`src/design/uart_pkg.sv`:
```
package uart_pkg;

    ////////////////////////////////////////
    // Line timing
    ////////////////////////////////////////

    // Clock cycles per bit, 625 kbaud at 10 MHz
    localparam int clks_per_bit = 16;

    // Falling start edge to mid-bit sample
    localparam int half_bit = 8;

    localparam int data_bits = 8;           // 8N1 only

    // Counter widths
    localparam int cnt_w = $clog2(clks_per_bit);
    localparam int idx_w = $clog2(data_bits);

    ////////////////////////////////////////
    // Shared types
    ////////////////////////////////////////

    // Line state, same encoding on both sides
    typedef enum logic [1:0] {
        IDLE,                               // Line high, waiting
        START,                              // Start bit
        DATA,                               // 8 data bits, LSB first
        STOP                                // Stop bit
    } uart_state_e;

    // Receiver to top, 10 bits
    typedef struct packed {
        logic                 valid;        // One cycle per frame
        logic                 frame_error;  // Stop bit was low
        logic [data_bits-1:0] data;
    } uart_rx_frame_t;

    // Top to transmitter, 9 bits
    typedef struct packed {
        logic                 start;        // One-cycle request
        logic [data_bits-1:0] data;         // Taken with start
    } uart_tx_req_t;

endpackage

```
`src/design/uart_echo_top.sv`:
```
`timescale 1ns/10ps

module uart_echo_top (
    input  logic clk,
    input  logic reset,
    input  logic uart_rxd,
    output logic uart_txd,
    output logic led
);
    import uart_pkg::*;

    uart_rx_frame_t       rx_frame;         // From receiver
    uart_tx_req_t         tx_req;           // To transmitter
    logic                 tx_busy;
    logic                 start_q;
    logic [data_bits-1:0] data_q;           // Echo byte, no reset
    logic                 led_q;

    ////////////////////////////////////////
    // UART halves
    ////////////////////////////////////////

    uart_rx u_rx (
        .clk      (clk),
        .reset    (reset),
        .rxd      (uart_rxd),
        .rx_frame (rx_frame)
    );

    uart_tx u_tx (
        .clk     (clk),
        .reset   (reset),
        .tx_req  (tx_req),
        .txd     (uart_txd),
        .tx_busy (tx_busy)
    );

    ////////////////////////////////////////
    // Echo decision
    ////////////////////////////////////////

    // Good byte and idle transmitter, else dropped
    wire accept = rx_frame.valid & ~rx_frame.frame_error & ~tx_busy;

    always_ff @(posedge clk) begin
        if (reset) begin
            start_q <= 1'b0;
            led_q   <= 1'b0;
        end else begin
            start_q <= accept;              // One-cycle request
            if (accept)
                led_q <= ~led_q;            // Toggle per echoed byte
        end
    end

    always_ff @(posedge clk) begin
        if (accept)
            data_q <= rx_frame.data;
    end

    assign tx_req = '{start: start_q, data: data_q};
    assign led    = led_q;

    // LED only moves on an accepted frame
    a_led_on_echo: assert property (@(posedge clk) disable iff (reset)
        !$stable(led) |-> $past(accept));

endmodule

```
`src/design/uart_rx.sv`:
```
`timescale 1ns/10ps

module uart_rx (
    input  logic                     clk,
    input  logic                     reset,
    input  logic                     rxd,
    output uart_pkg::uart_rx_frame_t rx_frame
);
    import uart_pkg::*;

    ////////////////////////////////////////
    // Input synchronizer
    ////////////////////////////////////////

    logic rxd_meta;                         // First stage
    logic rxd_sync;                         // Safe to use
    logic rxd_prev;                         // For edge detect

    always_ff @(posedge clk) begin
        if (reset) begin
            rxd_meta <= 1'b1;               // Idle line is high
            rxd_sync <= 1'b1;
            rxd_prev <= 1'b1;
        end else begin
            rxd_meta <= rxd;
            rxd_sync <= rxd_meta;
            rxd_prev <= rxd_sync;
        end
    end

    wire start_edge = rxd_prev & ~rxd_sync;

    ////////////////////////////////////////
    // Receive FSM
    ////////////////////////////////////////

    uart_state_e          state;
    logic [cnt_w-1:0]     cnt;              // Cycles within the bit
    logic [idx_w-1:0]     idx;              // Data bit index
    logic [data_bits-1:0] shift_q;          // Payload, no reset
    logic                 valid_q;
    logic                 ferr_q;

    wire bit_end  = (cnt == cnt_w'(clks_per_bit - 1));
    wire half_end = (cnt == cnt_w'(half_bit - 1));

    always_ff @(posedge clk) begin
        if (reset) begin
            state   <= IDLE;
            cnt     <= '0;
            idx     <= '0;
            valid_q <= 1'b0;
            ferr_q  <= 1'b0;
        end else begin
            valid_q <= 1'b0;                // Strobe by default
            cnt     <= cnt + 1'b1;
            case (state)
                IDLE: begin
                    cnt <= '0;
                    if (start_edge)
                        state <= START;
                end
                START: if (half_end) begin
                    cnt <= '0;
                    idx <= '0;
                    // Line back high at mid-bit, treat as glitch
                    state <= rxd_sync ? IDLE : DATA;
                end
                DATA: if (bit_end) begin
                    cnt <= '0;
                    idx <= idx + 1'b1;
                    if (idx == idx_w'(data_bits - 1))
                        state <= STOP;
                end
                STOP: if (bit_end) begin
                    state   <= IDLE;        // Mid stop bit, line settles
                    valid_q <= 1'b1;
                    ferr_q  <= ~rxd_sync;   // Low stop bit
                end
                default: state <= IDLE;
            endcase
        end
    end

    // LSB arrives first, so shift in from the top
    always_ff @(posedge clk) begin
        if (state == DATA && bit_end)
            shift_q <= {rxd_sync, shift_q[data_bits-1:1]};
    end

    assign rx_frame = '{valid: valid_q, frame_error: ferr_q, data: shift_q};

    // Frames are a whole bit period apart at least
    a_valid_single: assert property (@(posedge clk) disable iff (reset)
        rx_frame.valid |=> !rx_frame.valid);

endmodule

```
`src/design/uart_tx.sv`:
```
`timescale 1ns/10ps

module uart_tx (
    input  logic                   clk,
    input  logic                   reset,
    input  uart_pkg::uart_tx_req_t tx_req,
    output logic                   txd,
    output logic                   tx_busy
);
    import uart_pkg::*;

    ////////////////////////////////////////
    // Transmit FSM
    ////////////////////////////////////////

    uart_state_e          state;
    logic [cnt_w-1:0]     cnt;              // Cycles within the bit
    logic [idx_w-1:0]     idx;              // Data bit index
    logic [data_bits-1:0] shift_q;          // Remaining data bits
    logic                 txd_q;            // Registered line driver

    wire bit_end = (cnt == cnt_w'(clks_per_bit - 1));

    always_ff @(posedge clk) begin
        if (reset) begin
            state <= IDLE;
            cnt   <= '0;
            idx   <= '0;
            txd_q <= 1'b1;                  // Line idles high
        end else begin
            cnt <= cnt + 1'b1;
            case (state)
                IDLE: begin
                    cnt <= '0;
                    // Start only seen here, busy requests are ignored
                    if (tx_req.start) begin
                        state <= START;
                        txd_q <= 1'b0;      // Start bit next cycle
                    end
                end
                START: if (bit_end) begin
                    state <= DATA;
                    cnt   <= '0;
                    idx   <= '0;
                    txd_q <= shift_q[0];    // Bit 0 first
                end
                DATA: if (bit_end) begin
                    cnt <= '0;
                    idx <= idx + 1'b1;
                    if (idx == idx_w'(data_bits - 1)) begin
                        state <= STOP;
                        txd_q <= 1'b1;      // Stop bit
                    end else begin
                        txd_q <= shift_q[1];
                    end
                end
                STOP: if (bit_end)
                    state <= IDLE;          // txd stays high
                default: state <= IDLE;
            endcase
        end
    end

    // Payload shifter, no reset needed
    always_ff @(posedge clk) begin
        if (state == IDLE && tx_req.start)
            shift_q <= tx_req.data;
        else if (state == DATA && bit_end)
            shift_q <= shift_q >> 1;
    end

    assign txd     = txd_q;
    assign tx_busy = (state != IDLE);      // Covers start to end of stop

    a_idle_high: assert property (@(posedge clk) disable iff (reset)
        state == IDLE |-> txd);

    // Requester must honour busy
    a_no_start_busy: assert property (@(posedge clk) disable iff (reset)
        tx_req.start |-> !tx_busy);

endmodule

```
`config.mk`:
```
export PLATFORM = sky130hd
export DESIGN_NAME = uart_echo_top
export DESIGN_NICKNAME = d
export VERILOG_FILES = /design/src/design/uart_pkg.sv /design/src/design/uart_echo_top.sv /design/src/design/uart_rx.sv /design/src/design/uart_tx.sv
export SDC_FILE = /design/constraint.sdc
export NUM_CORES = 1
export LEC_CHECK = 0
export BUFFER_PORTS_ARGS = -buffer_cell sky130_fd_sc_hd__buf_2
export CORE_MARGIN = 3
export CORE_UTILIZATION = 35
export CTS_CLUSTER_DIAMETER = 50
export CTS_CLUSTER_SIZE = 20
export DETAILED_ROUTE_END_ITERATION = 16
export PLACE_DENSITY = 0.6
export SYNTH_ARGS = -nofsm -noshare
export SYNTH_HDL_FRONTEND = slang
export SYNTH_HIERARCHICAL = 1
export SYNTH_SLANG_ARGS = --single-unit
```
`constraint.sdc`:
```
create_clock -name clk -period 4.4 [get_ports clk]
set_input_delay 0.44 -clock clk [delete_from_list [all_inputs] [get_ports clk]]
set_output_delay 0.44 -clock clk [all_outputs]
set_load 0.005 [all_outputs]
```
==> results of run 1 <==
==> sequential cells by signal, indices dropped and copies added, names as in the netlist, 2 cells and up, named ones only <==
signal / cells
u_rx/idx: 3
u_rx/cnt: 4
data_q: 8
u_tx/idx: 3
u_tx/cnt: 4
u_tx/state: 2
u_tx/shift_q: 8
u_rx/shift_q: 8
==> layout by cell type, fill, tap and decap left out, types with 2 or more instances in the layout <==
cell type	netlist	routed
nor2b_1	3	3
or2_2	3	3
nor3_1	3	3
nand2b_1	4	4
dfxtp_1	26	26
or3_1	2	2
ha_1	13	13
edfxtp_1	24	24
a211oi_1	3	3
and3_1	2	2
nor3b_1	3	3
clkbuf_8	0	5
a311oi_1	3	3
inv_1	7	7
xor2_1	2	2
a21oi_1	5	5
nand2_1	4	4
buf_2	2	4
nor4_1	2	2
a22o_1	2	2
nor2_1	11	11
mux2_2	7	7
nand3_1	6	6
mux2i_1	4	4
==> power by group through the flow <==
stage | combinational, mW | clock, mW | sequential (mW)
detailed placement | 0.0575 | 0 | 0.508
global route | 0.0631 | 0.291 | 0.498
finish | 0.0564 | 0.266 | 0.497
CTS | 0.0575 | 0.274 | 0.497
global placement | 0.0544 | 0 | 0.507
floorplan | 0.0445 | 0 | 0.506
==> critical path, stage by stage, from the launching register on <==
cell     delay, ps
dfxtp_1        370
inv_1          150
ha_1           300
inv_1           80
o21ai_0        860
==> how the worst min path moves through the flow <==
| stage | from | endpoint | slack, ps |
|---|---|---|---|
| floorplan | u_rx/rxd_meta | u_rx/rxd_sync | 390 |
| global placement | u_rx/rxd_meta | u_rx/rxd_sync | 390 |
| detailed placement | u_rx/rxd_meta | u_rx/rxd_sync | 400 |
| CTS | uart_rxd | u_rx/rxd_meta | 310 |
| global route | uart_rxd | u_rx/rxd_meta | 320 |
| finish | uart_rxd | u_rx/rxd_meta | 320 |
==> cells by family after synthesis <==
family / Yosys count
AOI/OAI and AO/OA: 23
xor gates and xnor gates: 3
adders and majority gates: 13
buffers and inverters: 13
DFF: 50
muxes: 12
and+or+nand+nor: 51
==> layer usage <==
metal | part of all wire, % | vias to the layer above
met4 | 0 | 0
li1 | - | 611
met5 | 0 | -
met2 | 50 | 13
met1 | 48 | 594
met3 | 2.6 | 0
==> area by class of cell <==
class	count	share of cell area, %
Clock buffer	5	3.04
Clock inverter	3	0.883
Inverter	7	1.16
Multi-Input combinational cell	102	35.3
Sequential cell	50	54.7
Tap cell	72	3.97
Timing Repair Buffer	4	0.883
==> out/metrics.cfg, run 1 <==
[worst_hold_path]
worstHoldPathCells=2
min_path_type=input port to flip-flop

[cells_and_area]
nets=186
final_cells=243
diodes=0
layout-drive-gt1-share_pct=15.2
design_area_um2=2270
area_growth_pct=7.54
seq_area_um2=1240
multi_input_area_um2=801
fillCellCount=560
utilization_pct=39.9

[routing]
drc_errors=0
drt_iter0_markers=64
ant_nets=0
first_pass_iters=4
viasPerCell=5.01
wl_per_cell_um=13.9
dr_total_vias=1218
routed_wl_um=3370

[clock_network]
root_buffer=clkbuf_8
htreeDepth=2
clock_sinks=50
numCtsBuffers=5
cts_max_path_buffers=2
hold_buffers=0
clk_pin_slew_ps=90
cts_tree=yes
clk_latency_ps=300
cts_resized=0
cts_setup_buffers=0

[critical_path]
r2r-start=u_tx/state[0]
cp-end-kind=flip-flop
critical_path_class=flip-flop to flip-flop
crit_end=u_tx/shift_q[0]
crit_fanout=8
regToRegSetupSlack_ps=2270
start_kind=flip-flop
crit_path_start=u_tx/state[0]
rr_worst_depth=4
r2r_end=u_tx/shift_q[0]
arrival_ps=2060
critPathRequiredTime_ps=4320

[power]
switching_share_pct=23.7
power.total_uw=819
combPwrFrac_pct=6.9
internal-power_uw=626
vdd_drop_max_mv=0.138
power_density_nw_per_um2=361
clkPwrFrac_pct=32.5
power_frac_seq_pct=60.7
leakage_nw=0.834
p_switching_uw=194

[synth]
ys_ff_latch=50
yosysMostFrequentCell=dfxtp_1
yosysSeqAreaShare_pct=58.9
yosys-top-cells-area=edfxtp_1 34%, dfxtp_1 25%, ha_1 7.7%, mux2_2 3.7%, nor2_1 2.0%
synth-main-ff-cell=dfxtp_1
syn_inst=165
synth.top_cell.area_share_pct=34.2
synth_edf_count=24
yosys.area.top_type=edfxtp_1
synth_fa_ha_area_share_pct=7.72
yosysWarnings=6
syn_area_per_cell_um2=12.8
syn_nets=181
synth_simple_gate_area_share_pct=14.2
synthMuxAreaShare_pct=6.17
synth-compound-area-share_pct=8.61
async_flop_share_pct=0
ys_types=46
synth_top_family_by_area=simple AND/OR/NAND/NOR gates
synthesis.area_um2=2110
synth_commonest_cells=26 x dfxtp_1, 24 x edfxtp_1, 13 x ha_1, 11 x nor2_1
synth-xor-area-share_pct=1.25

[die]
num_rows=27
core_area_um2=5680
die_area_um2=6990
ios=5
initial_core_util_pct=37.1
die_x_um=83.6
die_h_um=83.6

[timing]
drv_slew=0
setup_ws_ps=2270
hold_viol=0
rsz0062_at_grt=no
worst_pin_slew_ps=1080
relSlewSlack_pct=27.0
skew_ps=3.74
setup_viol=0
setup-tns-final_ps=0
hold_ws_ps=320
fmax_mhz=469
period_needed_ps=2130
final.period_utilization_pct=48.5

[place]
dp_cells=235
placed_area_um2=2180
dpl.hpwl_um=2390
place_worst_setup_slack_ps=2240
place_congestion=0.785
portBuffers=4

[global_routing]
grt_pass1_wl_um=5590
antenna_found_initial=0
gr-total-overflow=0
grt_pass1_vias=1198
grt.busiest_layer=met2
grtUsageMet2_pct=16.7
grt.met1_usage_pct=11.8
track_usage_pct=9.77
grt_max_degree=29
met3_usage_pct=3.26

[run]
cap_viol_max_count=0

[outcome]
status=complete, no violations

(Power assumes the default switching activity.)
==> run 2, diff against run 1 <==
Clock period 4.4 ns to 2.2 ns, I/O delays scaled along.
==> out/metrics.cfg, run 2 (synthesized netlist as in run 1, its figures left out) <==
[routing]
ant_nets=0  ; unchanged
drc_errors=0  ; unchanged
viasPerCell=5.05  ; was 5.01
drt_iter0_markers=60  ; was 64
routed_wl_um=3230  ; was 3370 µm
wl_per_cell_um=13.1  ; was 13.9 µm
dr_total_vias=1247  ; was 1218
first_pass_iters=4  ; unchanged

[timing]
setup_viol=0  ; unchanged
rsz0062_at_grt=no  ; unchanged
hold_viol=0  ; unchanged
setup_ws_ps=268  ; was 2270 ps
drv_slew=0  ; unchanged
worst_pin_slew_ps=1020  ; was 1080 ps
skew_ps=1.43  ; was 3.74 ps
final.period_utilization_pct=87.8  ; was 48.5%
relSlewSlack_pct=31.4  ; was 27.0%
setup-tns-final_ps=0  ; unchanged
period_needed_ps=1930  ; was 2130 ps
fmax_mhz=518  ; was 469 MHz

[clock_network]
root_buffer=clkbuf_8  ; unchanged
cts_tree=yes  ; unchanged
cts_resized=0  ; unchanged
hold_buffers=0  ; unchanged
htreeDepth=2  ; unchanged
clk_pin_slew_ps=80  ; was 90 ps
clk_latency_ps=300  ; about the same
cts_max_path_buffers=2  ; unchanged
cts_setup_buffers=0  ; unchanged
numCtsBuffers=5  ; unchanged
clock_sinks=50  ; unchanged

[cells_and_area]
layout-drive-gt1-share_pct=17.1  ; was 15.2%
area_growth_pct=9.97  ; was 7.54%
layout_common_cells=26 x dfxtp_1, 24 x edfxtp_1, 13 x ha_1  ; unchanged
diodes=0  ; unchanged
multi_input_area_um2=801  ; unchanged
utilization_pct=40.9  ; was 39.9%
mostFrequentLayoutCell=dfxtp_1  ; unchanged
fillCellCount=543  ; was 560
largestRegisters=data_q (8), u_rx/shift_q (8), u_tx/shift_q (8)  ; unchanged
final_cells=247  ; was 243
nets=190  ; was 186
seq_area_um2=1240  ; unchanged

[place]
place_worst_setup_slack_ps=238  ; was 2240 ps
portBuffers=4  ; unchanged
dp_cells=239  ; was 235
place_congestion=0.764  ; was 0.785
dpl.hpwl_um=2390  ; about the same

[die]
ios=5  ; unchanged
die_h_um=83.6  ; unchanged
core_area_um2=5680  ; unchanged
initial_core_util_pct=37.1  ; unchanged
die_x_um=83.6  ; unchanged
num_rows=27  ; unchanged
die_area_um2=6990  ; unchanged

[global_routing]
track_usage_pct=9.70  ; was 9.77%
grt_pass1_vias=1183  ; was 1198
grt_pass1_wl_um=5420  ; was 5590 µm
gr-total-overflow=0  ; unchanged
antenna_found_initial=0  ; unchanged
grt_max_degree=29  ; unchanged

[power]
p_switching_uw=364  ; was 194 µW
internal-power_mw=1.37  ; was 626 µW
power_density_nw_per_um2=746  ; was 361 nW/µm²
switching_share_pct=21.0  ; was 23.7%
leakage_nw=0.863  ; was 0.834 nW
power_frac_seq_pct=57.5  ; was 60.7%
vdd_drop_max_mv=0.371  ; was 0.138 mV
combPwrFrac_pct=6.5  ; was 6.9%
clkPwrFrac_pct=36.0  ; was 32.5%

[critical_path]
critical_path_class=flip-flop to flip-flop  ; unchanged
critPathRequiredTime_ps=2130  ; was 4320 ps
crit_fanout=8  ; unchanged
start_kind=flip-flop  ; unchanged
arrival_ps=1860  ; was 2060 ps
cp-end-kind=flip-flop  ; unchanged

[worst_hold_path]
min_path_type=input port to flip-flop  ; unchanged

[run]
cap_viol_max_count=0  ; unchanged

[outcome]
status=complete, no violations  ; unchanged

run 2: cell count changes in the layout (fill, tap and decap cells not counted), sizes merged:
cell    change
clkinv      -1
clkbuf      +1
buf         +4
inv         -1
bufinv      +1
run 2: power groups by stage:
stage | clock, mW | sequential, mW | combinational (mW)
floorplan | 0 | 1.01 | 0.0889
global placement | 0 | 1.01 | 0.110
detailed placement | 0 | 1.02 | 0.114
CTS | 0.647 | 0.995 | 0.115
global route | 0.687 | 0.997 | 0.126
finish | 0.623 | 0.995 | 0.113
run 2: area by class of cell:
type	instances	area share [%]
sequential	50	53.5
clock inverter	2	1.62
multi-input combinational	102	34.5
inverter	7	1.13
tap	72	3.89
timing repair buffer	8	2.16
clock buffer	6	3.13
run 2: path summary, 6_finish.rpt:
| path | from | slack (ps) | depth (start not counted) | to |
|---|---|---|---|---|
| worst min-delay path | uart_rxd | 100 | 2 | u_rx/rxd_meta |
| worst min register to register | u_rx/rxd_meta | 420 | 1 | u_rx/rxd_sync |
| worst max-delay path | u_tx/cnt[0] | 270 | 3 | u_tx/shift_q[3] |
| worst max register to register | u_tx/cnt[0] | 270 | 3 | u_tx/shift_q[3] |
run 2: layer usage:
metal	vias to the layer above	routed length [µm]	GRT usage (%)
met1	581	1460	11.6
met4	0	61	4.97
li1	620	-	-
met5	-	0	0
met2	34	1580	15.8
met3	12	132	2.76
run 2: stage by stage:
stage               total power [mW]  hold slack [ps]  cell area [µm²]
detailed placement              1.13              400             2210
global route                    1.81             96.6             2320
CTS                             1.76             90.1             2320
floorplan                       1.10              292             2110
finish                          1.73             98.2             2320
global placement                1.12              393             2210
run 2: worst max-delay path: stages, from the launching register on:
cell     delay [ps]
dfxtp_1         370
ha_1            260
nand3_1         120
o21ai_0         810
